[src/design/i2c_pkg.sv]
`default_nettype none

package i2c_pkg;

    ////////////////////
    // bus timing, counted in system clocks
    typedef logic [8:0]  phase_cnt_t;
    typedef logic [12:0] gap_cnt_t;

    localparam phase_cnt_t scl_period_cycles = 9'd500;
    localparam phase_cnt_t sda_sample_mark   = 9'd124;  // scl high, start/stop edges here
    localparam phase_cnt_t scl_fall_mark     = 9'd249;
    localparam phase_cnt_t sda_change_mark   = 9'd374;  // scl low, master launches data
    localparam gap_cnt_t   gap_cycles        = 13'd5000;

    ////////////////////
    // frame contents
    typedef logic [2:0]  dev_sel_t;
    typedef logic [1:0]  pointer_t;
    typedef logic [7:0]  byte_t;
    typedef logic [15:0] word_t;

    localparam logic [3:0] dev_addr_prefix = 4'b1001;
    localparam logic [5:0] ptr_pad         = 6'b000000;  // upper pointer byte bits
    localparam logic [3:0] byte_bits       = 4'd8;
    localparam logic       dir_write       = 1'b0;
    localparam logic       dir_read        = 1'b1;
    localparam logic       ack_bit         = 1'b0;
    localparam logic       nack_bit        = 1'b1;

    ////////////////////
    // transaction states
    typedef enum logic [3:0] {
        idle, start,
        addr, addr_ack,
        ptr, ptr_ack,
        rd_msb, rd_ack, rd_lsb, rd_nack,
        wr_msb, wr_ack, wr_lsb, wr_ack2,
        stop
    } state_t;

endpackage

`default_nettype wire

[src/design/i2c_phase_if.sv]
`default_nettype none

interface i2c_phase_if;

    logic sample_tick;  // scl high midpoint
    logic fall_tick;    // last clock before scl falls
    logic change_tick;  // scl low midpoint
    logic gap_done;     // idle gap elapsed
    logic gap_run;      // sequencer is idle, gap counter enabled

    modport timer (
        output sample_tick, fall_tick, change_tick, gap_done,
        input  gap_run
    );

    modport seq (
        input  sample_tick, fall_tick, change_tick, gap_done,
        output gap_run
    );

endinterface

`default_nettype wire

[src/design/scl_timer.sv]
`default_nettype none

module scl_timer (
    input  logic        clk,
    input  logic        rst,
    output logic        o_scl,
    i2c_phase_if.timer  phase
);

    i2c_pkg::phase_cnt_t phase_cnt;   // position inside the scl period
    i2c_pkg::gap_cnt_t   gap_cnt;     // clocks spent idle
    logic                period_end;

    assign period_end = (phase_cnt == i2c_pkg::scl_period_cycles - 1'b1);

    ////////////////////
    // free running scl period

    always_ff @(posedge clk) begin
        if (rst) begin
            phase_cnt <= '0;
        end else if (period_end) begin
            phase_cnt <= '0;
        end else begin
            phase_cnt <= phase_cnt + 1'b1;
        end
    end

    always_ff @(posedge clk) begin
        if (rst) begin
            o_scl <= 1'b0;
        end else if (phase_cnt == i2c_pkg::scl_fall_mark) begin
            o_scl <= 1'b0;                  // low for the second half
        end else if (period_end) begin
            o_scl <= 1'b1;
        end
    end

    assign phase.sample_tick = (phase_cnt == i2c_pkg::sda_sample_mark);
    assign phase.fall_tick   = (phase_cnt == i2c_pkg::scl_fall_mark);
    assign phase.change_tick = (phase_cnt == i2c_pkg::sda_change_mark);

    ////////////////////
    // idle gap between transactions

    assign phase.gap_done = phase.gap_run && (gap_cnt == i2c_pkg::gap_cycles - 1'b1);

    always_ff @(posedge clk) begin
        if (rst) begin
            gap_cnt <= '0;
        end else if (!phase.gap_run || phase.gap_done) begin
            gap_cnt <= '0;                  // restart for the next gap
        end else begin
            gap_cnt <= gap_cnt + 1'b1;
        end
    end

endmodule

`default_nettype wire

[src/flat_wrapper.sv]
// flat-port wrapper written by rule: the top's interface ports become plain ports
module scl_timer_flat 
  (clk, rst, o_scl, phase_sample_tick, phase_fall_tick, phase_change_tick, phase_gap_done, phase_gap_run);
  i2c_phase_if phase_i ();
  input  logic clk;
  input  logic rst;
  output logic o_scl;
  output wire logic [$bits(phase_i.sample_tick)-1:0] phase_sample_tick;
  output wire logic [$bits(phase_i.fall_tick)-1:0] phase_fall_tick;
  output wire logic [$bits(phase_i.change_tick)-1:0] phase_change_tick;
  output wire logic [$bits(phase_i.gap_done)-1:0] phase_gap_done;
  input wire logic [$bits(phase_i.gap_run)-1:0] phase_gap_run;
  assign phase_sample_tick = phase_i.sample_tick;
  assign phase_fall_tick = phase_i.fall_tick;
  assign phase_change_tick = phase_i.change_tick;
  assign phase_gap_done = phase_i.gap_done;
  assign phase_i.gap_run = phase_gap_run;
  scl_timer u_core (.clk(clk), .rst(rst), .o_scl(o_scl), .phase(phase_i));
endmodule
[config.mk]
export PLATFORM = sky130hd
export DESIGN_NAME = scl_timer_flat
export DESIGN_NICKNAME = d
export VERILOG_FILES = /design/src/design/i2c_pkg.sv /design/src/design/i2c_phase_if.sv /design/src/design/scl_timer.sv /design/src/flat_wrapper.sv
export SDC_FILE = /design/constraint.sdc
export NUM_CORES = 1
export LEC_CHECK = 0
export BUFFER_PORTS_ARGS = -buffer_cell sky130_fd_sc_hd__buf_2
export CORE_AREA = 2 2 50 52
export CTS_CLUSTER_SIZE = 20
export DETAILED_ROUTE_END_ITERATION = 10
export DIE_AREA = 0 0 52 54
export PLACE_DENSITY_LB_ADDON = 0.12
export SYNTH_ARGS = -nofsm -noshare
export SYNTH_HDL_FRONTEND = slang
export SYNTH_SLANG_ARGS = --single-unit
[constraint.sdc]
create_clock -name clk -period 1.8 [get_ports clk]
set_input_delay 0.36 -clock clk [delete_from_list [all_inputs] [get_ports clk]]
set_output_delay 0.36 -clock clk [all_outputs]
set_load 0.005 [all_outputs]
# == After elaboration in Yosys (flattened, before gate mapping) ==
# Index checks and enable logic that the tools add are counted.
# classes
addsub,2
n_eq_ne,5
n_reduce_logical,6
# ops
operator,count
9-bit == test (second input constant),2
13-bit by 1-bit adder with 13-bit output (second input constant),1
13-bit == test (second input constant),1
9-bit by 1-bit adder with 9-bit output (second input constant),1
9-bit by 7-bit == test with 1-bit output (second input constant),1
9-bit by 8-bit == test with 1-bit output (second input constant),1
2-bit OR reduction,3
1-bit logical AND,1
1-bit logical NOT,1
1-bit logical OR,1
# totals
regBits,23

# == Depth between registers and ports, before layout ==
# logic_depth
word_depth,4
ltp_mapped,5

# == Least setup slack after synthesis ==
# Ideal clock, no wire load.
# synth_timing
kind,reg2out
startpoint,register u_core.gap_cnt[10]
endpoint,output phase_gap_done
stages_incl_launch_ff,3
arrival_ns,1.187
slack_ns,0.253
path_cell_list,dfxtp_1 or4b_4 nor4_1
# synth_via
elab_chain_cells,2
# synth_lines
item,line,text
start: declaration,scl_timer.sv:11,i2c_pkg::gap_cnt_t gap_cnt;
start signal: assignment,scl_timer.sv:54,gap_cnt <= gap_cnt + 1'b1;
13-bit == test,scl_timer.sv:46,assign phase.gap_done = phase.gap_run && (gap_cnt == i2c_pkg::gap_cycles - 1'b1);
1-bit logical AND,scl_timer.sv:46,
end: declaration,flat_wrapper.sv:11,output wire logic [$bits(phase_i.gap_done)-1:0] phase_gap_done;
# No other way between the ends.

# == Worst setup path after layout ==
# layout_timing
startpoint,register u_core.gap_cnt[4]
endpoint,output phase_gap_done
# Same word-level chain as after synthesis.

==> summary.md <==
| Metric | Value |
|---|---|
| Leak | `0.4469 nW` |
| Synth async-reset ratio | `0` |
| Grt ovf | `0` |
| Rows | `18` |
| CP endpoint kind | `primary output` |
| Syn. warnings | `0` |
| CP arrival | `1.62 ns` |
| Crit share post-route | `1.100` |
| Hold Crit Class | `in2reg` |
| Sw Share | `0.2228` |
| Port Buf Inserts | `7` |
| Critical Path Fanout Max | `2` |
| CTS clk-pin slew, worst paths | `0.12 ns` |
| Synth area leader | `dfxtp_1` |
| CP bufs+invs | `1` |
| CTS Sinks | `23` |
| N_diodes | `0` |
| CP required | `1.44 ns` |
| Max-slew violations | `0` |
| H-tree levels | `1` |
| Tmin final | `1.980 ns` |
| Outcome | `finished with violations` |
| Post-synth EDFFs | `0` |
| Power Density | `628.6 nW/um^2` |
| Layout cell share with drive strength beyond 1 | `0.2174` |
| Most frequent cell after synthesis | `dfxtp_1` |
| DRC | `0` |
| Fill cells | `233` |
| Initial Util | `0.4720` |
| Sequential element share of the synthesized area | `0.4206` |
| Flop pwr share | `0.658` |
| Root Driver | `clkbuf_4` |
| Startpoint Class | `register` |
| Routability cong. | `0.7391` |
| Router iterations before antenna repair | `4` |
| Core area | `2320 sq um` |
| Ranking of synthesized cells by area | `dfxtp_1 42%, a21oi_1 5.9%, ha_1 5.7%` |
| Worst hold slack | `0.2453 ns` |
| Area delta synth->final | `15.89%` |
| Peak VDD IR | `0.3395 mV` |
| Area of the multi-input gates | `613.1 sq um` |
| Max Clock Freq | `505.0 MHz` |
| Total Routing Usage GR | `0.1770` |
| # IOs | `8` |
| Post-Syn Area | `1095 sq um` |
| CTS tree | `done` |
| Initial antenna violation count | `0` |
| Total die area | `2808 sq um` |
| CP max stage delay | `0.55 ns` |
| Sequential cell area | `470.5 sq um` |
| Longest Clk Path Bufs | `2` |
| Worst slack, placed | `0.05220 ns` |
| Clk pwr share | `0.291` |
| Clock skew | `0.001192 ns` |
| Max_slew headroom | `0.7505` |
| DP Cell Count | `160` |
| Fin cells | `168` |
| Seq cells post-synth | `23` |
| Wirelength per Cell | `13.15 microns` |
| Top_reg_cell synth | `dfxtp_1` |
| RSZ-0062 raised after global routing | `yes` |
| Worst Max-Slew Pin Slew | `0.3731 ns` |
| Routed wire length | `2.209 mm` |
| Synthesized Nets | `130` |
| Worst setup path category | `reg2out` |
| Crit-path cells | `or4b_4 -> nor4_4 -> buf_2` |
| Chip Height | `54 microns` |
| Post-DP HPWL | `1.516 mm` |
| Vias in the first global route | `891` |
| Logic pwr share | `0.051` |
| Fin nets | `147` |
| Max_cap viols | `0` |
| Failing checks | `setup timing` |
| Post-Syn Instances | `122` |
| Internal power | `0.0006198 W` |
| Share of the synthesized area in the top cell type | `0.4206` |
| Initial DRC Count | `17` |
| Top delay family on crit path | `simple AND/OR/NAND/NOR gates` |
| Psw | `0.0001777 W` |
| Vias per cell | `5.595` |
| Maximum number of pins on one net before global-route repair | `13` |
| Worst-Skew Late Latency | `0.30 ns` |
| Utilization after layout | `0.5469` |
| Yosys cell types | `28` |
| Vias | `940` |
| Crit-path slowest cell | `or4b_4` |
| Die Span X | `52 microns` |
| Avg Inst Size Synth | `8.974 sq um` |
| Synth cell count leaders | `23 x dfxtp_1, 13 x a21oi_1, 11 x nor2_1, 8 x o21ai_0, 8 x or3_1` |
| Global-route wire length before repair | `3.684 mm` |
| Worst setup margin | `-0.1800 ns` |
| Total CTS buffers | `3` |
| ANT nets after route | `0` |
| Final setup viols | `1` |
| Final Hold Viols | `0` |
==> power by group through the flow <==
stage	Combinational, W	Clock [W]	Sequential (W)
2_1_floorplan	0.0000295	0	0.000535
3_3_place_gp	0.0000387	0	0.000537
3_5_place_dp	0.0000394	0	0.000538
4_1_cts	0.0000408	0.000250	0.000526
5_1_grt	0.0000486	0.000267	0.000526
6_report	0.0000408	0.000232	0.000524
==> cell type report <==
class                      count  share of cell area
timing repair buffer          15             0.07495
sequential                    23              0.3708
tap                           30             0.02959
multi-input combinational     89              0.4832
clock buffer                   4             0.02071
inverter                       7             0.02071
==> routing by layer <==
metal | up-vias | track usage | wire length (microns)
met4 | 0 | 0.07456 | 15
li1 | 485 | - | -
met3 | 2 | 0.02778 | 68
met2 | 13 | 0.3333 | 1129
met1 | 440 | 0.1966 | 996
met5 | - | 0 | 0
==> logic make-up after synthesis <==
group	Yosys count	share of synthesized area
AOI/OAI and AO/OA	27	0.1497
DFF	23	0.4206
adders and majority gates	5	0.05714
xor gates and xnor gates	6	0.04801
buffers and inverters	10	0.04115
and+or+nand+nor	51	0.2834
==> final timing paths <==
check                                                  start                             to  slack (ns)  cells past startpoint
worst max register to register  u_core.gap_cnt[0]$_SDFF_PP0_  u_core.gap_cnt[10]$_SDFF_PP0_        0.19                      4
worst min register to register  u_core.gap_cnt[0]$_SDFF_PP0_   u_core.gap_cnt[0]$_SDFF_PP0_        0.48                      1
worst max-delay path            u_core.gap_cnt[4]$_SDFF_PP0_                 phase_gap_done       -0.18                      3
worst min-delay path                                     rst      u_core.o_scl$_SDFFE_PP0N_        0.25                      2
==> cell usage in the layout (no fill, tap or decap) <==
cell type  netlist  final
a21o_1           1      1
a21oi_1         13     13
and2b_2          1      1
and4_1           1      1
and4b_1          2      2
buf_2            0      7
buf_4            0      8
clkbuf_1         2      1
clkbuf_4         0      3
dfxtp_1         23     17
dfxtp_2          0      5
dfxtp_4          0      1
ha_1             5      5
inv_1            7      7
nand2_1          4      4
nand3_1          7      7
nand4_1          6      6
nand4bb_1        1      1
nor2_1          11     11
nor3_1           1      1
nor3b_2          0      1
nor4_4           0      1
nor4bb_1         1      1
o21ai_0          8      8
o31ai_1          4      4
o31ai_4          1      1
or3_1            8      8
or4_1            4      4
or4b_4           1      2
xnor2_1          3      3
xor2_1           3      3
==> per-stage QoR <==
stage | setup TNS (ns) | instance area [sq um] | power (W)
2_1_floorplan | 0 | 1095 | 0.0005650
3_3_place_gp | 0 | 1179 | 0.0005759
3_5_place_dp | 0 | 1179 | 0.0005770
4_1_cts | -0.2046 | 1257 | 0.0008169
5_1_grt | -0.2377 | 1269 | 0.0008410
6_report | -0.1800 | 1269 | 0.0007975
==> what timing repair did <==
action	4_1_cts	5_1_grt
gates cloned	0	0
hold buffers	0	0
setup buffers	3	1
setup endpoints to repair	3	3
pin swaps	3	1
gates resized for setup	9	2
==> flip-flops by register name, indices dropped and copies added (netlist names) <==
name and count:
u_core.gap_cnt 13, u_core.phase_cnt 9, u_core.o_scl 1
No activity file was read; power rests on OpenSTA's default activity.
