$ cat src/design/i2c_pkg.sv
`default_nettype none

package i2c_pkg;

    ////////////////////
    // bus timing, counted in system clocks
    typedef logic [8:0]  phase_cnt_t;
    typedef logic [12:0] gap_cnt_t;

    localparam phase_cnt_t scl_period_cycles = 9'd500;
    localparam phase_cnt_t sda_sample_mark   = 9'd124;  // scl high, start/stop edges here
    localparam phase_cnt_t scl_fall_mark     = 9'd249;
    localparam phase_cnt_t sda_change_mark   = 9'd374;  // scl low, master launches data
    localparam gap_cnt_t   gap_cycles        = 13'd5000;

    ////////////////////
    // frame contents
    typedef logic [2:0]  dev_sel_t;
    typedef logic [1:0]  pointer_t;
    typedef logic [7:0]  byte_t;
    typedef logic [15:0] word_t;

    localparam logic [3:0] dev_addr_prefix = 4'b1001;
    localparam logic [5:0] ptr_pad         = 6'b000000;  // upper pointer byte bits
    localparam logic [3:0] byte_bits       = 4'd8;
    localparam logic       dir_write       = 1'b0;
    localparam logic       dir_read        = 1'b1;
    localparam logic       ack_bit         = 1'b0;
    localparam logic       nack_bit        = 1'b1;

    ////////////////////
    // transaction states
    typedef enum logic [3:0] {
        idle, start,
        addr, addr_ack,
        ptr, ptr_ack,
        rd_msb, rd_ack, rd_lsb, rd_nack,
        wr_msb, wr_ack, wr_lsb, wr_ack2,
        stop
    } state_t;

endpackage

`default_nettype wire

$ cat src/design/i2c_shift_if.sv
`default_nettype none

interface i2c_shift_if;

    logic               load_byte;    // byte_data into the top of the tx register
    i2c_pkg::byte_t     byte_data;
    logic               load_word;    // wr_word into the tx register
    i2c_pkg::word_t     wr_word;
    logic               shift_out;    // next msb onto sda
    logic               capture;      // sampled sda into the rx register
    logic               sda_force;
    logic               force_value;
    logic               drive_en;     // master owns the line
    logic               sda_in;       // synchronized line level

    modport seq (
        output load_byte, byte_data, load_word, shift_out, capture,
        output sda_force, force_value, drive_en,
        input  sda_in
    );

    modport shift (
        input  load_byte, byte_data, load_word, wr_word, shift_out, capture,
        input  sda_force, force_value, drive_en,
        output sda_in
    );

endinterface

`default_nettype wire

$ cat src/design/sda_shifter.sv
`default_nettype none

module sda_shifter (
    input  logic            clk,
    input  logic            rst,
    input  logic            i_sda,
    output logic            o_sda_out,
    output logic            o_sda_oe,
    output i2c_pkg::word_t  o_rd_data,
    i2c_shift_if.shift      shift
);

    i2c_pkg::word_t tx_reg;     // msb leaves first
    i2c_pkg::word_t rx_reg;
    logic [1:0]     sda_sync;

    ////////////////////
    // transmit side

    always_ff @(posedge clk) begin
        if (shift.load_word) begin
            tx_reg <= shift.wr_word;
        end else if (shift.load_byte) begin
            tx_reg <= {shift.byte_data, 8'h00};   // byte sits in the top half
        end else if (shift.shift_out) begin
            tx_reg <= {tx_reg[14:0], 1'b0};
        end
    end

    always_ff @(posedge clk) begin
        if (rst) begin
            o_sda_out <= 1'b1;
            o_sda_oe  <= 1'b1;      // line held high while idle
        end else begin
            if (shift.sda_force) begin
                o_sda_out <= shift.force_value;
            end else if (shift.shift_out) begin
                o_sda_out <= tx_reg[15];
            end
            o_sda_oe <= shift.drive_en;
        end
    end

    ////////////////////
    // receive side

    always_ff @(posedge clk) begin
        if (rst) begin
            sda_sync <= 2'b11;
        end else begin
            sda_sync <= {sda_sync[0], i_sda};
        end
    end

    assign shift.sda_in = sda_sync[1];

    always_ff @(posedge clk) begin
        if (shift.capture) begin
            rx_reg <= {rx_reg[14:0], shift.sda_in};  // msb arrives first
        end
    end

    assign o_rd_data = rx_reg;

endmodule

`default_nettype wire

$ cat src/flat_wrapper.sv
// flat-port wrapper written by rule: the top's interface ports become plain ports
module sda_shifter_flat 
  (clk, rst, i_sda, o_sda_out, o_sda_oe, o_rd_data, shift_load_byte, shift_byte_data, shift_load_word, shift_wr_word, shift_shift_out, shift_capture, shift_sda_force, shift_force_value, shift_drive_en, shift_sda_in);
  i2c_shift_if shift_i ();
  input  logic clk;
  input  logic rst;
  input  logic i_sda;
  output logic o_sda_out;
  output logic o_sda_oe;
  output i2c_pkg::word_t o_rd_data;
  input wire logic [$bits(shift_i.load_byte)-1:0] shift_load_byte;
  input wire logic [$bits(shift_i.byte_data)-1:0] shift_byte_data;
  input wire logic [$bits(shift_i.load_word)-1:0] shift_load_word;
  input wire logic [$bits(shift_i.wr_word)-1:0] shift_wr_word;
  input wire logic [$bits(shift_i.shift_out)-1:0] shift_shift_out;
  input wire logic [$bits(shift_i.capture)-1:0] shift_capture;
  input wire logic [$bits(shift_i.sda_force)-1:0] shift_sda_force;
  input wire logic [$bits(shift_i.force_value)-1:0] shift_force_value;
  input wire logic [$bits(shift_i.drive_en)-1:0] shift_drive_en;
  output wire logic [$bits(shift_i.sda_in)-1:0] shift_sda_in;
  assign shift_i.load_byte = shift_load_byte;
  assign shift_i.byte_data = shift_byte_data;
  assign shift_i.load_word = shift_load_word;
  assign shift_i.wr_word = shift_wr_word;
  assign shift_i.shift_out = shift_shift_out;
  assign shift_i.capture = shift_capture;
  assign shift_i.sda_force = shift_sda_force;
  assign shift_i.force_value = shift_force_value;
  assign shift_i.drive_en = shift_drive_en;
  assign shift_sda_in = shift_i.sda_in;
  sda_shifter u_core (.clk(clk), .rst(rst), .i_sda(i_sda), .o_sda_out(o_sda_out), .o_sda_oe(o_sda_oe), .o_rd_data(o_rd_data), .shift(shift_i));
endmodule
$ cat config.mk
export PLATFORM = sky130hd
export DESIGN_NAME = sda_shifter_flat
export DESIGN_NICKNAME = d
export VERILOG_FILES = /design/src/design/i2c_pkg.sv /design/src/design/i2c_shift_if.sv /design/src/design/sda_shifter.sv /design/src/flat_wrapper.sv
export SDC_FILE = /design/constraint.sdc
export NUM_CORES = 1
export LEC_CHECK = 0
export BUFFER_PORTS_ARGS = -buffer_cell sky130_fd_sc_hd__buf_2
export CAP_MARGIN = 0
export CORE_MARGIN = 8
export CORE_UTILIZATION = 50
export DETAILED_ROUTE_END_ITERATION = 8
export PLACE_DENSITY = 0.91
export SLEW_MARGIN = 10
export SYNTH_ARGS = -nofsm -noshare
export SYNTH_HDL_FRONTEND = slang
export SYNTH_SLANG_ARGS = --single-unit
export TNS_END_PERCENT = 20
$ cat constraint.sdc
create_clock -name clk -period 1.75 [get_ports clk]
set_input_delay 0.0875 -clock clk [delete_from_list [all_inputs] [get_ports clk]]
set_output_delay 0.0875 -clock clk [all_outputs]
set_load 0.005 [all_outputs]
Yosys cells after proc, flatten, opt, wreduce, memory -nomap -nowiden
Index checks and enable logic that the tools add are counted.
{ "totals": {"out_inout_bits": 19, "inputBits": 34, "wordCells": 12, "reg_bits": 36} }
{ "classes": {"reduce_logical": 2, "n_mux": 5} }
{ "ops": {"columns": ["op", "count"], "rows": [
  ["$mux W16", 3],
  ["$reduce_bool A3 Y1", 1],
  ["$mux W1", 2],
  ["$reduce_bool A2 Y1", 1]
]} }

Longest topological paths before layout
{ "depth": {"ltp_word": 3, "ltp_mapped": 4, "mapped_depth_nobuf": 2} }

Worst setup path after synthesis
OpenSTA, ideal clock, no wires.
{ "synth_timing": {"kind": "input to register", "from": "in shift_load_word", "to": "reg u_core.tx_reg[0] (enable)", "setup_time_ns": 0.333, "required_time_ns": 1.417, "path_stages": 2, "n_path_buf": 1, "path_slack_ns": 0.625, "t_arrival_ns": 0.792, "cell_sequence": "buf_6 -> or3_1"} }
{ "synth_between": {"elab_chain_len": 1} }
{ "synth_lines": {"columns": ["element", "line_no", "rtl"], "rows": [
  ["start, declared", "flat_wrapper.sv:13", "input wire logic [$bits(shift_i.load_word)-1:0] shift_load_word;"],
  ["$reduce_bool A3 Y1 (no line)", null, null],
  ["end signal, assigned", "sda_shifter.sv:22", "tx_reg <= shift.wr_word;"],
  ["end signal, assigned", "sda_shifter.sv:24", "tx_reg <= {shift.byte_data, 8'h00};"],
  ["end signal, assigned", "sda_shifter.sv:26", "tx_reg <= {tx_reg[14:0], 1'b0};"],
  ["end, declared", "sda_shifter.sv:13", "i2c_pkg::word_t tx_reg;"]
]} }
Every way passes these cells.
A chain may end at the register's enable or synchronous reset.

Worst setup path after layout
{ "layout_timing": {"from": "in rst", "to": "reg u_core.o_sda_oe"} }
{ "layout_lines": {"columns": ["element", "line_no", "rtl"], "rows": [
  ["start, declared", "flat_wrapper.sv:6", "input logic rst;"],
  ["end signal, assigned", "sda_shifter.sv:40", "o_sda_oe <= shift.drive_en;"],
  ["end, declared", "sda_shifter.sv:8", "output logic o_sda_oe,"]
]} }
No word-level cell between the ends.

==> run_results.csv <==
group,metric,value,unit
clock_network,clock_tree.htree_level_count,2,
clock_network,post_cts.repair.setup_buffers,0,
routing,dr.first_iter.drc_count,40,
outcome,run_status,"completed",
sta,final-hold-violation-count,0,
sta,fin_worst_hold_slack,0.0300,ns
place,postPlaceCellArea,1640,µm²
logic_synthesis,synthesis.area,1360,µm²
floorplanning,num_io_pins,53,
sta,setup_tns,0,ns
setup_path,crit_fanout,5,
global_route,vias_in_the_first_global_route,1002,
clock_network,insertion_delay,0.34,ns
final_layout,layout.nets,178,
final_layout,post-route-util,66.5,%
clock_network,cts_buffers,5,
logic_synthesis,post-synth-top-count-cell,"edfxtp_1",
floorplanning,std_cell_rows,19,
clock_network,postCtsResizedCells,0,
logic_synthesis,synth_compound_gate_area_share,7.82,%
logic_synthesis,yosysTopAreaCell,"edfxtp_1",
clock_network,clock_tree_root,"clkbuf_4",
global_route,grt_pass1_wl,4.55,mm
min_path,min_delay_path_depth,2,
place,buffer_ports.inserted,52,
final_layout,syn2layout_area_growth,30.3,%
floorplanning,area_of_the_core,2660,µm²
logic_synthesis,synth_simple_gate_area_share,6.16,%
sta,setup_ws,0.379,ns
routing,post_drt_wl_per_cell,16.9,µm
routing,total_routed_length,2.97,mm
sta,setup_viol,0,
setup_path,path_class,"input pin to register",
clock_network,tritoncts,"done",
logic_synthesis,post_synth_adder_cell_area,0,%
sta,timing.fmax,730,MHz
setup_path,crit_path_start_kind,"input pin",
logic_synthesis,synth.ff_latch_count,36,
global_route,grt_start_max_net_pins,17,
logic_synthesis,synth_xor_area_share,0,%
clock_network,cts.path.max_buffers,2,
clock_network,cts.sink_count,36,
logic_synthesis,synthesis.yosys.warnings,0,
clock_network,post_cts_hold_buffer_count,6,
setup_path,reg2reg_depth,2,
setup_path,r2r_setup_slack,0.87,ns
sta,tightestPinTransition,0.348,ns
clock_network,clkTransAtPathRegs,0.10,ns
logic_synthesis,synth.distinct_cells,15,
power,total_leakage_power,0.759,nW
logic_synthesis,synth_enable_flop_cells,32,
final_layout,multiInputGateArea,280,µm²
setup_path,signal_arrival_time_at_the_worst_endpoint,1.61,ns
place,gp_congestion,0.716,
final_layout,layout-drive-gt1-share,44.8,%
sta,timing.final.max_slew_violations,0,
logic_synthesis,synth.top_cells.by_area,"edfxtp_1 71%, mux2i_1 6.6%, dfxtp_1 5.9%",
logic_synthesis,synth_top_area_share,70.7,%
power,vdd_ir_drop_max,0.824,mV
sta,worst_clock_skew,0.00395,ns
floorplanning,die_h,68.2,µm
logic_synthesis,synth.avg_cell_area,16.8,µm²
final_layout,stdcell_area,1770,µm²
place,dp_worst_setup_slack,0.615,ns
sta,timing.final.crit_share,78.3,%
min_path,worst_hold_startpoint,"shift_wr_word[0]",
logic_synthesis,syn-instance-count,81,
logic_synthesis,synth_top_family_by_area,"compound AO/OA/AOI/OAI gates",
sta,max-slew-margin-rel,76.8,%
logic_synthesis,synth.net_count,115,
routing,vias_per_cell,5.17,
logic_synthesis,synth_async_sr_flop_share,0,%
floorplanning,floorplan.die_area,4650,µm²
routing,drc,0,
global_route,grt_overflow,0,
place,hpwl,2.21,mm
logic_synthesis,post_synth_mux_area_share,6.62,%
setup_path,worstReg2RegStart,"u_core.tx_reg[9]",
logic_synthesis,yosysSeqAreaShare,76.5,%
floorplanning,floorplan.die.width,68.2,µm
routing,detailroute.via_count,910,
sta,rsz0062_at_grt,"false",
floorplanning,initial_core_utilization,51.1,%
final_layout,insertedDiodeCount,0,
min_path,endpoint_with_the_worst_hold_slack,"u_core.tx_reg[0]",
final_layout,fillerInstances,209,
logic_synthesis,synth_common_cells,"32 x edfxtp_1, 9 x mux2i_1, 8 x nand2_1, 8 x o21ai_1, 7 x a22o_1",
min_path,min_path_type,"input pin to register",
job,max_cap_violations,0,
setup_path,worst_r2r_end,"u_core.tx_reg[10]",
sta,final.min_clock_period,1.37,ns
setup_path,timing.critical_path.required,1.99,ns
logic_synthesis,ys.flop_type,"edfxtp_1",
power,cellPowerDensity,990,nW/µm²
setup_path,setup.worst_path.end_class,"register",
routing,detail_route.first_pass.iterations,4,
routing,ant_nets_after_route,0,
global_route,grt_use_total,13.8,%
global_route,antenna_found_initial,0,
final_layout,seq_area,1040,µm²
logic make-up (layout without fill, tap and decap cells):
group | after synthesis | after routing
compound gates | 16 | 16
buf+inv | 4 | 68
flops | 36 | 36
mux | 9 | 9
simple gates | 16 | 16
per-stage QoR:
stage	power (W)	instances
finish	0.00175	176
global placement	0.00119	162
floorplan	0.00112	81
CTS	0.00177	176
global route	0.00182	176
detailed placement	0.00120	162
worst max path at each step:
stage                     cells after the start                 end            start
after floorplan                               2    u_core.tx_reg[0]  shift_load_word
after global placement                        3    u_core.tx_reg[5]  shift_load_byte
after detailed placement                      3    u_core.tx_reg[5]  shift_load_byte
after CTS                                     4     u_core.o_sda_oe              rst
after global routing                          4  u_core.sda_sync[0]              rst
final                                         4     u_core.o_sda_oe              rst
area by class of cell:
class                      instances  share of cell area (%)
sequential                        36                    58.8
timing repair buffer              60                    18.9
multi-input combinational         41                    15.8
clock buffer                       6                    2.33
tap                               31                    2.19
clock inverter                     2                    1.98
cell usage in the layout, fill, tap and decap left out:
cell type	synthesis	layout
a21oi_1	1	1
a22o_1	7	7
and2_1	1	1
buf_2	1	52
buf_4	0	2
bufinv_16	0	1
clkbuf_1	0	1
clkbuf_4	0	5
clkinv_2	0	1
dfxtp_1	4	4
dlygate4sd3_1	0	6
edfxtp_1	32	32
mux2i_1	9	9
nand2_1	8	8
nor2_1	1	1
nor2_4	1	1
nor3b_1	1	1
o21ai_1	8	8
or2_2	3	3
or3_1	1	1
critical path: stages:
cell           delay [ns]
dlygate4sd3_1        0.53
buf_2                0.14
or2_2                0.28
dlygate4sd3_1        0.56
routing by layer:
metal / vias to the layer above / part of all wire, % / track usage [%]
li1: 432 / - / -
met1: 424 / 36 / 14.7
met2: 44 / 49 / 20.9
met3: 10 / 11 / 6.87
met4: 0 / 3.4 / 9.97
met5: - / 0 / 0
power by group:
group          switching (W)  internal [W]  leakage (nW)
registers          0.0000240       0.00101         0.362
clock network       0.000264      0.000299        0.0422
logic              0.0000746     0.0000846         0.355
No activity file was read; power rests on OpenSTA's default activity.
