--- config.mk ---
export PLATFORM = sky130hd
export DESIGN_NAME = i2c_sequencer_flat
export DESIGN_NICKNAME = d
export VERILOG_FILES = /design/src/design/i2c_pkg.sv /design/src/design/i2c_phase_if.sv /design/src/design/i2c_shift_if.sv /design/src/design/i2c_sequencer.sv /design/src/flat_wrapper.sv
export SDC_FILE = /design/constraint.sdc
export NUM_CORES = 1
export LEC_CHECK = 0
export BUFFER_PORTS_ARGS = -buffer_cell sky130_fd_sc_hd__buf_2
export CAP_MARGIN = 30
export CORE_MARGIN = 5
export CORE_UTILIZATION = 50
export DETAILED_ROUTE_END_ITERATION = 8
export GPL_TIMING_DRIVEN = 0
export PLACE_DENSITY = 0.78
export RECOVER_POWER = 50
export SLEW_MARGIN = 5
export SYNTH_ARGS = -nofsm -noshare
export SYNTH_HDL_FRONTEND = slang
export SYNTH_SLANG_ARGS = --single-unit
--- constraint.sdc ---
create_clock -name clk -period 2.7 [get_ports clk]
set_input_delay 0.27 -clock clk [delete_from_list [all_inputs] [get_ports clk]]
set_output_delay 0.27 -clock clk [all_outputs]
set_load 0.02 [all_outputs]
--- src/design/i2c_pkg.sv ---
`default_nettype none

package i2c_pkg;

    ////////////////////
    // bus timing, counted in system clocks
    typedef logic [8:0]  phase_cnt_t;
    typedef logic [12:0] gap_cnt_t;

    localparam phase_cnt_t scl_period_cycles = 9'd500;
    localparam phase_cnt_t sda_sample_mark   = 9'd124;  // scl high, start/stop edges here
    localparam phase_cnt_t scl_fall_mark     = 9'd249;
    localparam phase_cnt_t sda_change_mark   = 9'd374;  // scl low, master launches data
    localparam gap_cnt_t   gap_cycles        = 13'd5000;

    ////////////////////
    // frame contents
    typedef logic [2:0]  dev_sel_t;
    typedef logic [1:0]  pointer_t;
    typedef logic [7:0]  byte_t;
    typedef logic [15:0] word_t;

    localparam logic [3:0] dev_addr_prefix = 4'b1001;
    localparam logic [5:0] ptr_pad         = 6'b000000;  // upper pointer byte bits
    localparam logic [3:0] byte_bits       = 4'd8;
    localparam logic       dir_write       = 1'b0;
    localparam logic       dir_read        = 1'b1;
    localparam logic       ack_bit         = 1'b0;
    localparam logic       nack_bit        = 1'b1;

    ////////////////////
    // transaction states
    typedef enum logic [3:0] {
        idle, start,
        addr, addr_ack,
        ptr, ptr_ack,
        rd_msb, rd_ack, rd_lsb, rd_nack,
        wr_msb, wr_ack, wr_lsb, wr_ack2,
        stop
    } state_t;

endpackage

`default_nettype wire

--- src/design/i2c_phase_if.sv ---
`default_nettype none

interface i2c_phase_if;

    logic sample_tick;  // scl high midpoint
    logic fall_tick;    // last clock before scl falls
    logic change_tick;  // scl low midpoint
    logic gap_done;     // idle gap elapsed
    logic gap_run;      // sequencer is idle, gap counter enabled

    modport timer (
        output sample_tick, fall_tick, change_tick, gap_done,
        input  gap_run
    );

    modport seq (
        input  sample_tick, fall_tick, change_tick, gap_done,
        output gap_run
    );

endinterface

`default_nettype wire

--- src/design/i2c_shift_if.sv ---
`default_nettype none

interface i2c_shift_if;

    logic               load_byte;    // byte_data into the top of the tx register
    i2c_pkg::byte_t     byte_data;
    logic               load_word;    // wr_word into the tx register
    i2c_pkg::word_t     wr_word;
    logic               shift_out;    // next msb onto sda
    logic               capture;      // sampled sda into the rx register
    logic               sda_force;
    logic               force_value;
    logic               drive_en;     // master owns the line
    logic               sda_in;       // synchronized line level

    modport seq (
        output load_byte, byte_data, load_word, shift_out, capture,
        output sda_force, force_value, drive_en,
        input  sda_in
    );

    modport shift (
        input  load_byte, byte_data, load_word, wr_word, shift_out, capture,
        input  sda_force, force_value, drive_en,
        output sda_in
    );

endinterface

`default_nettype wire

--- src/design/i2c_sequencer.sv ---
`default_nettype none

module i2c_sequencer (
    input  logic                clk,
    input  logic                rst,
    input  logic                i_rd,
    input  i2c_pkg::dev_sel_t   i_dev_sel,
    input  i2c_pkg::pointer_t   i_pointer,
    i2c_phase_if.seq            phase,
    i2c_shift_if.seq            shift
);

    i2c_pkg::state_t state;
    i2c_pkg::state_t state_d;
    logic [3:0]      bit_cnt;      // bits done in the current frame
    logic [3:0]      bit_cnt_d;
    logic            rd_sel;       // transaction type, taken when the gap ends
    logic            rep_start;    // second addressing of a first read
    logic            ptr_sent;     // slave already holds the read pointer
    logic            addr_read;
    i2c_pkg::byte_t  addr_byte;
    i2c_pkg::byte_t  ptr_byte;

    // the ack slot of the state that follows a sent byte
    function automatic i2c_pkg::state_t ack_after(input i2c_pkg::state_t s);
        case (s)
            i2c_pkg::addr:   return i2c_pkg::addr_ack;
            i2c_pkg::ptr:    return i2c_pkg::ptr_ack;
            i2c_pkg::wr_msb: return i2c_pkg::wr_ack;
            default:         return i2c_pkg::wr_ack2;
        endcase
    endfunction

    ////////////////////
    // frame bytes and line ownership

    assign addr_read = rd_sel && (ptr_sent || rep_start);
    assign addr_byte = {i2c_pkg::dev_addr_prefix, i_dev_sel,
                        addr_read ? i2c_pkg::dir_read : i2c_pkg::dir_write};
    assign ptr_byte  = {i2c_pkg::ptr_pad, i_pointer};

    assign phase.gap_run = (state == i2c_pkg::idle);

    assign shift.drive_en = !(state inside {i2c_pkg::addr_ack, i2c_pkg::ptr_ack,
                                            i2c_pkg::rd_msb, i2c_pkg::rd_lsb,
                                            i2c_pkg::wr_ack, i2c_pkg::wr_ack2});

    ////////////////////
    // next state and shifter strobes

    always_comb begin
        state_d           = state;
        bit_cnt_d         = bit_cnt;
        shift.load_byte   = 1'b0;
        shift.byte_data   = ptr_byte;
        shift.load_word   = 1'b0;
        shift.shift_out   = 1'b0;
        shift.capture     = 1'b0;
        shift.sda_force   = 1'b0;
        shift.force_value = 1'b1;

        case (state)
            i2c_pkg::idle: begin
                if (phase.gap_done) state_d = i2c_pkg::start;
            end

            i2c_pkg::start: begin
                if (phase.sample_tick) begin
                    shift.sda_force   = 1'b1;     // sda falls with scl high
                    shift.force_value = 1'b0;
                    shift.load_byte   = 1'b1;
                    shift.byte_data   = addr_byte;
                    bit_cnt_d         = '0;
                    state_d           = i2c_pkg::addr;
                end
            end

            i2c_pkg::addr, i2c_pkg::ptr, i2c_pkg::wr_msb, i2c_pkg::wr_lsb: begin
                if (phase.change_tick) begin
                    if (bit_cnt == i2c_pkg::byte_bits) begin
                        shift.sda_force = 1'b1;   // release high for the ack slot
                        bit_cnt_d       = '0;
                        state_d         = ack_after(state);
                    end else begin
                        shift.shift_out = 1'b1;
                        bit_cnt_d       = bit_cnt + 1'b1;
                    end
                end
            end

            i2c_pkg::addr_ack: begin
                if (phase.fall_tick) begin        // slot ends as scl falls, ack or not
                    if (addr_read) begin
                        state_d = i2c_pkg::rd_msb;
                    end else begin
                        shift.load_byte = 1'b1;   // pointer byte, default byte_data
                        state_d         = i2c_pkg::ptr;
                    end
                end
            end

            i2c_pkg::ptr_ack: begin
                if (phase.fall_tick) begin
                    if (rd_sel) begin
                        state_d = i2c_pkg::start; // repeated start
                    end else begin
                        shift.load_word = 1'b1;
                        state_d         = i2c_pkg::wr_msb;
                    end
                end
            end

            i2c_pkg::wr_ack: begin
                if (phase.fall_tick) state_d = i2c_pkg::wr_lsb;
            end

            i2c_pkg::wr_ack2: begin
                if (phase.fall_tick) state_d = i2c_pkg::stop;
            end

            i2c_pkg::rd_msb, i2c_pkg::rd_lsb: begin
                if (phase.sample_tick && bit_cnt != i2c_pkg::byte_bits) begin
                    shift.capture = 1'b1;
                    bit_cnt_d     = bit_cnt + 1'b1;
                end else if (phase.change_tick && bit_cnt == i2c_pkg::byte_bits) begin
                    shift.sda_force = 1'b1;
                    bit_cnt_d       = '0;
                    if (state == i2c_pkg::rd_msb) begin
                        shift.force_value = i2c_pkg::ack_bit;
                        state_d           = i2c_pkg::rd_ack;
                    end else begin
                        shift.force_value = i2c_pkg::nack_bit;
                        state_d           = i2c_pkg::rd_nack;
                    end
                end
            end

            i2c_pkg::rd_ack: begin
                if (phase.fall_tick) state_d = i2c_pkg::rd_lsb;
            end

            i2c_pkg::rd_nack: begin
                if (phase.fall_tick) state_d = i2c_pkg::stop;
            end

            i2c_pkg::stop: begin
                if (phase.change_tick) begin
                    shift.sda_force   = 1'b1;     // low before scl rises
                    shift.force_value = 1'b0;
                end else if (phase.sample_tick) begin
                    shift.sda_force = 1'b1;       // rise with scl high
                    state_d         = i2c_pkg::idle;
                end
            end

            default: state_d = i2c_pkg::idle;
        endcase
    end

    ////////////////////
    // state and flags

    always_ff @(posedge clk) begin
        if (rst) begin
            state     <= i2c_pkg::idle;
            bit_cnt   <= '0;
            rd_sel    <= 1'b0;
            rep_start <= 1'b0;
            ptr_sent  <= 1'b0;
        end else begin
            state   <= state_d;
            bit_cnt <= bit_cnt_d;
            if (phase.gap_done) rd_sel <= i_rd;
            if (state == i2c_pkg::ptr_ack && state_d == i2c_pkg::start) begin
                rep_start <= 1'b1;
            end else if (state == i2c_pkg::stop && state_d == i2c_pkg::idle) begin
                rep_start <= 1'b0;
                ptr_sent  <= ptr_sent | rd_sel;   // reads keep the pointer
            end
        end
    end

endmodule

`default_nettype wire

--- src/flat_wrapper.sv ---
// flat-port wrapper written by rule: the top's interface ports become plain ports
module i2c_sequencer_flat 
  (clk, rst, i_rd, i_dev_sel, i_pointer, phase_sample_tick, phase_fall_tick, phase_change_tick, phase_gap_done, phase_gap_run, shift_load_byte, shift_byte_data, shift_load_word, shift_shift_out, shift_capture, shift_sda_force, shift_force_value, shift_drive_en, shift_sda_in);
  i2c_phase_if phase_i ();
  i2c_shift_if shift_i ();
  input  logic clk;
  input  logic rst;
  input  logic i_rd;
  input  i2c_pkg::dev_sel_t i_dev_sel;
  input  i2c_pkg::pointer_t i_pointer;
  input wire logic [$bits(phase_i.sample_tick)-1:0] phase_sample_tick;
  input wire logic [$bits(phase_i.fall_tick)-1:0] phase_fall_tick;
  input wire logic [$bits(phase_i.change_tick)-1:0] phase_change_tick;
  input wire logic [$bits(phase_i.gap_done)-1:0] phase_gap_done;
  output wire logic [$bits(phase_i.gap_run)-1:0] phase_gap_run;
  output wire logic [$bits(shift_i.load_byte)-1:0] shift_load_byte;
  output wire logic [$bits(shift_i.byte_data)-1:0] shift_byte_data;
  output wire logic [$bits(shift_i.load_word)-1:0] shift_load_word;
  output wire logic [$bits(shift_i.shift_out)-1:0] shift_shift_out;
  output wire logic [$bits(shift_i.capture)-1:0] shift_capture;
  output wire logic [$bits(shift_i.sda_force)-1:0] shift_sda_force;
  output wire logic [$bits(shift_i.force_value)-1:0] shift_force_value;
  output wire logic [$bits(shift_i.drive_en)-1:0] shift_drive_en;
  input wire logic [$bits(shift_i.sda_in)-1:0] shift_sda_in;
  assign phase_i.sample_tick = phase_sample_tick;
  assign phase_i.fall_tick = phase_fall_tick;
  assign phase_i.change_tick = phase_change_tick;
  assign phase_i.gap_done = phase_gap_done;
  assign phase_gap_run = phase_i.gap_run;
  assign shift_load_byte = shift_i.load_byte;
  assign shift_byte_data = shift_i.byte_data;
  assign shift_load_word = shift_i.load_word;
  assign shift_shift_out = shift_i.shift_out;
  assign shift_capture = shift_i.capture;
  assign shift_sda_force = shift_i.sda_force;
  assign shift_force_value = shift_i.force_value;
  assign shift_drive_en = shift_i.drive_en;
  assign shift_i.sda_in = shift_sda_in;
  i2c_sequencer u_core (.clk(clk), .rst(rst), .i_rd(i_rd), .i_dev_sel(i_dev_sel), .i_pointer(i_pointer), .phase(phase_i), .shift(shift_i));
endmodule
# After elaboration in Yosys (flattened, before gate mapping)
# Index checks and enable logic that the tools add are counted.
[word_totals] regBits=11 wordCells=98
[classes] reduce_logical=17 bitwise=2 muxes=53 add_sub_neg=1 n_eq_ne=20
[ops] op="2-to-1 mux 4 bit" n=20
[ops] op="case mux 4 bit (10 select lines)" n=1
[ops] op="== test 4 bit (second input constant)" n=8
[ops] op="2-to-1 mux 1 bit" n=24
[ops] op="case mux 4 bit (3 select lines)" n=2
[ops] op="== test 4 x 3 -> 1 bit (second input constant)" n=4
[ops] op="2-to-1 mux 8 bit" n=2
[ops] op="== test 4 x 1 -> 1 bit (second input constant)" n=2
[ops] op="== test 4 x 2 -> 1 bit (second input constant)" n=2
[ops] op="logical NOT 4 bit" n=2
[ops] op="nonzero test 6 bit" n=1
[ops] op="logical AND 1 bit" n=5
[ops] op="adder 4 x 1 -> 4 bit (second input constant)" n=1
[ops] op="!= test 2 bit (second input constant)" n=2
[ops] op="!= test 4 bit (second input constant)" n=1
[ops] op="case mux 1 bit (4 select lines)" n=1
[ops] op="AND reduction 4 bit" n=1
[ops] op="OR reduction 2 bit" n=2
[ops] op="OR reduction 4 bit" n=1
[ops] op="!= test 3 x 1 -> 1 bit (second input constant)" n=1
[ops] op="case mux 1 bit (3 select lines)" n=1
[ops] op="nonzero test 3 bit" n=1
[ops] op="2-to-1 mux 2 bit" n=1
[ops] op="case mux 1 bit (2 select lines)" n=1
[ops] op="6 further kinds" n=6

# Depth between registers and ports, before layout
[logic_depth] word_depth=9 mapped_depth=8 ltp_nobuf=7

# Least setup slack after synthesis
# No wires, ideal clock.
[synth_path] path_type="register to register" startpoint="register u_core.state[1]" endpoint="register u_core.bit_cnt[2]" setup_ns=0.129 period_less_slack_ns=2.127 t_required_ns=2.571 t_arrival_ns=1.998 stages_incl_launch_ff=7 path_slack_ns=0.573 path_buffers=1 path_cell_list="dfxtp_1 -> buf_6 -> or3b_4 -> a2111oi_2 -> a311o_1 -> a21boi_0 -> o32ai_1"
[synth_between] elab_chain_cells=4 word_cells_on_any_way=15
[synth_lines] item="from (decl)" line_no="i2c_sequencer.sv:13" text="i2c_pkg::state_t state;"
[synth_lines] item="from (signal assigned)" line_no="i2c_sequencer.sv:165" text="state <= i2c_pkg::idle;"
[synth_lines] item="from (signal assigned)" line_no="i2c_sequencer.sv:171" text="state <= state_d;"
[synth_lines] item="== test 4 x 2 -> 1 bit, or another cell as far along" line_no="i2c_sequencer.sv:62" text="case (state)"
[synth_lines] item="OR reduction 4 bit or OR reduction 2 bit (tied branches)" line_no="i2c_sequencer.sv:62"
[synth_lines] item="!= test 2 bit (no source line), or another cell as far along"
[synth_lines] item="AND reduction 4 bit (no source line)"
[synth_lines] item="to (signal assigned)" line_no="i2c_sequencer.sv:172" text="bit_cnt <= bit_cnt_d;"
[synth_lines] item="to (decl)" line_no="i2c_sequencer.sv:15" text="logic [3:0] bit_cnt;"
# Parallel ways exist; a longest one is shown, timed or not.
# A chain may end at the register's enable or synchronous reset.

# Worst setup path after layout
[layout_path] startpoint="register u_core.state[1]" endpoint="output port shift_sda_force"
[layout_between] elab_chain_cells=3 word_cells_on_any_way=11
[layout_lines] item="== test 4 x 2 -> 1 bit, or another cell as far along" line_no="i2c_sequencer.sv:62"
[layout_lines] item="OR reduction 4 bit or OR reduction 2 bit (tied branches)" line_no="i2c_sequencer.sv:62"
[layout_lines] item="case mux 1 bit (4 select lines) (*)" line_no="i2c_sequencer.sv:62"
[layout_lines] item="to (decl)" line_no="flat_wrapper.sv:21" text="output wire logic [$bits(shift_i.sda_force)-1:0] shift_sda_force;"
# Mark *: on every way between the ends. The rest lies on a longest branch, timed or not.

==> flow_summary.yaml <==
die:
  rows: 15
  die-area_sq_um: 2870
  initial_core_util_pct: 53.8
  die_w_um: 53.6
  core_area_sq_um: 1760
  dieHeight_um: 53.6
  io_pins: 29
drt:
  num_vias: 1055
  finalWirelength_mm: 2.34
  ant_nets: 0
  viasPerCell: 5.52
  wl_per_cell_um: 12.3
  route.detailed.drc: 0
  first_iter_violations: 27
  dr.pass1.iters: 4
clocking:
  cts-buffers-inserted: 3
  cts_sinks: 11
  max-clock-path-buffers: 2
  post_cts_buffers: 0
  hold_buffers: 0
  path_clk_slew_ns: 0.08
  clk-insertion-delay-late_ns: 0.27
  cts_max_level: 1
  ctsResizeCount: 0
  cts_tree: "done"
  root_buffer: "clkbuf_4"
setup_path:
  crit_chain: "clkbuf_1, clkbuf_1, nand2_1, nor2b_1, a21oi_1, o211ai_1, buf_2"
  critPathMaxStageDelay_ns: 0.36
  worst_ep_arrival_time_ns: 2.09
  worstPathRequired_ns: 2.43
  slowest_stage: "clkbuf_1"
  cp_max_fo: 10
  cp-start-kind: "flop"
  critical_path_class: "reg -> out"
  worst_setup_path_end_kind: "output port"
  crit_path_frequent_cell: "clkbuf_1"
logic_synthesis:
  synth_edf_count: 0
  avgSynthCellArea_sq_um: 6.98
  synth_area_sq_um: 950
  ys_ff_latch: 11
  synth_ff_type: "dfxtp_1"
  ys_types: 45
  yosys_warnings: 0
  async_reset_ff_share_pct: 0
  postSynthCellCount: 136
  synth_seq_area_share_pct: 23.2
placement:
  hpwl_mm: 1.90
  placed_cells: 187
  io_buffers: 25
  gp_congestion: 0.834
  dp_slack_ns: 0.563
  placed_area_sq_um: 1110
sta:
  post-route-period-util_pct: 87.4
  maxSlewHeadroom_pct: 66.8
  setup_viol: 0
  fin_skew_ns: 0.00199
  fmax_ghz: 0.424
  grt_setup_unrepaired: "no"
  hold_violations: 0
  slew_violations: 0
  setup_ws_ns: 0.340
  worst_pin_slew_ns: 0.495
  period_minus_slack_ns: 2.36
  tns_ns: 0
pwr:
  irDropWorstVdd_mv: 0.341
  switching_share_pct: 38.9
  pwr-share-seq_pct: 37.4
  power.density_nw_per_um2: 422
  power.switching_mw: 0.185
  p_clk_share_pct: 23.9
  p_leak_nw: 0.481
  p_int_mw: 0.289
  pwr-share-comb_pct: 38.7
min_path:
  min_path_type: "in -> reg"
final_layout:
  fin_nets: 182
  fin_area_sq_um: 1120
  nFillCells: 183
  multi_input_area_sq_um: 636
  antenna-diode-count: 0
  seq_area_sq_um: 220
  instances_no_fill: 191
  area_growth_pct: 18.2
  layout-drive-gt1-share_pct: 18.7
global_routing:
  global_route.usage.met2_pct: 32.7
  grt_pass1_vias: 997
  top_usage_layer: "met2"
  grt_pass1_wl_mm: 4.02
  grt_use_met3_pct: 2.49
  overflow: 0
  grt_antenna_before_repair: 0
  track_usage_pct: 18.0
  grtUsageMet1_pct: 22.8
  grt_max_degree: 11
status:
  status: "finished clean"
run:
  maxCapViolations: 0
-- power groups by stage --
stage | clock, mW | combinational, mW | sequential (mW)
global placement | 0 | 0.183 | 0.180
detailed placement | 0 | 0.187 | 0.181
floorplan | 0 | 0.135 | 0.179
finish | 0.113 | 0.183 | 0.177
CTS | 0.114 | 0.188 | 0.177
global route | 0.124 | 0.205 | 0.178
-- registers in the layout, summed over array words and instances, names as in the netlist --
name and flops:
u_core.ptr_sent 1, u_core.rep_start 1, u_core.bit_cnt 4, u_core.state 4
u_core.rd_sel 1
-- area by class of cell --
cell class / instances / share of cell area, %
buffer: 12 / 5.02
timing repair buffer: 25 / 10.5
multi-input combinational: 105 / 56.6
sequential: 11 / 19.6
inverter: 9 / 3.01
clock buffer: 3 / 2.01
clock inverter: 1 / 0.446
tap: 25 / 2.79
-- worst max-delay path, delay by kind of cell (launching register included) --
kind                   cells  cell delay (ns)
AO/OA/AOI/OAI              2             0.24
buffers and inverters      3             0.84
flip-flops                 1             0.31
AND/OR/NAND/NOR            2             0.44
-- kinds of logic (layout without fill, tap and decap cells) --
family / count (synthesis) / count (layout) / share of synthesized area, %
buffers and inverters: 21 / 50 / 10.3
AOI/OAI and AO/OA: 37 / 37 / 26.2
other: 1 / 2 / 0.395
xor gates and xnor gates: 2 / 2 / 1.84
DFF: 11 / 11 / 23.2
adders and majority gates: 2 / 2 / 2.63
and+or+nand+nor: 60 / 60 / 33.3
muxes: 2 / 2 / 2.11
-- metrics by stage --
stage / power [mW] / hold WS [ns] / util (%)
finish: 0.474 / 0.255 / 63.6
global route: 0.507 / 0.298 / 63.6
CTS: 0.479 / 0.267 / 64.5
detailed placement: 0.368 / 0.456 / 62.9
global placement: 0.363 / 0.451 / 62.9
floorplan: 0.314 / 0.417 / -
-- placed cells by master, fill, tap and decap left out, types with 2 or more instances in the layout --
cell type	count
a21boi_0	2
a21oi_1	7
and2_1	4
and3_1	2
buf_2	19
buf_4	3
clkbuf_1	15
clkbuf_4	3
conb_1	2
dfxtp_1	11
ha_1	2
inv_1	9
mux2i_1	2
nand2_1	14
nand3_1	3
nor2_1	11
nor2b_1	4
nor3_1	8
o211ai_1	2
o21ai_0	12
o32ai_1	3
or3_1	3
xor2_1	2
-- final timing paths --
kind | startpoint | slack, ns | end | cells after the start
setup / recovery | u_core.state[1] | 0.34 | shift_sda_force | 7
hold / removal | i_rd | 0.25 | u_core.rd_sel | 3
hold reg to reg | u_core.ptr_sent | 0.47 | u_core.ptr_sent | 2
setup reg to reg | u_core.bit_cnt[0] | 0.54 | u_core.bit_cnt[1] | 8
-- synth_stat cells (2+ instances only) --
cell type   n  area [sq um]
a21boi_0    2          15.0
a21oi_1     7          35.0
inv_1       9          33.8
nand3_1     3          15.0
nor2b_1     4          25.0
and3_1      2          12.5
xor2_1      2          17.5
mux2i_1     2          20.0
or3_1       3          18.8
nand2_1    14          52.6
clkbuf_1    7          26.3
o21ai_0    12          60.1
o32ai_1     3          26.3
o211ai_1    2          15.0
nor2_1     11          41.3
and2_1      4          25.0
nor3_1      8          40.0
dfxtp_1    11           220
ha_1        2          25.0
buf_4       3          22.5
-- per-layer routing --
| layer | vias up | routed length (um) |
|---|---|---|
| met5 | - | 0 |
| met4 | 0 | 14 |
| met3 | 4 | 216 |
| met2 | 41 | 1040 |
| met1 | 470 | 1070 |
| li1 | 540 | - |
(Power assumes the default switching activity.)
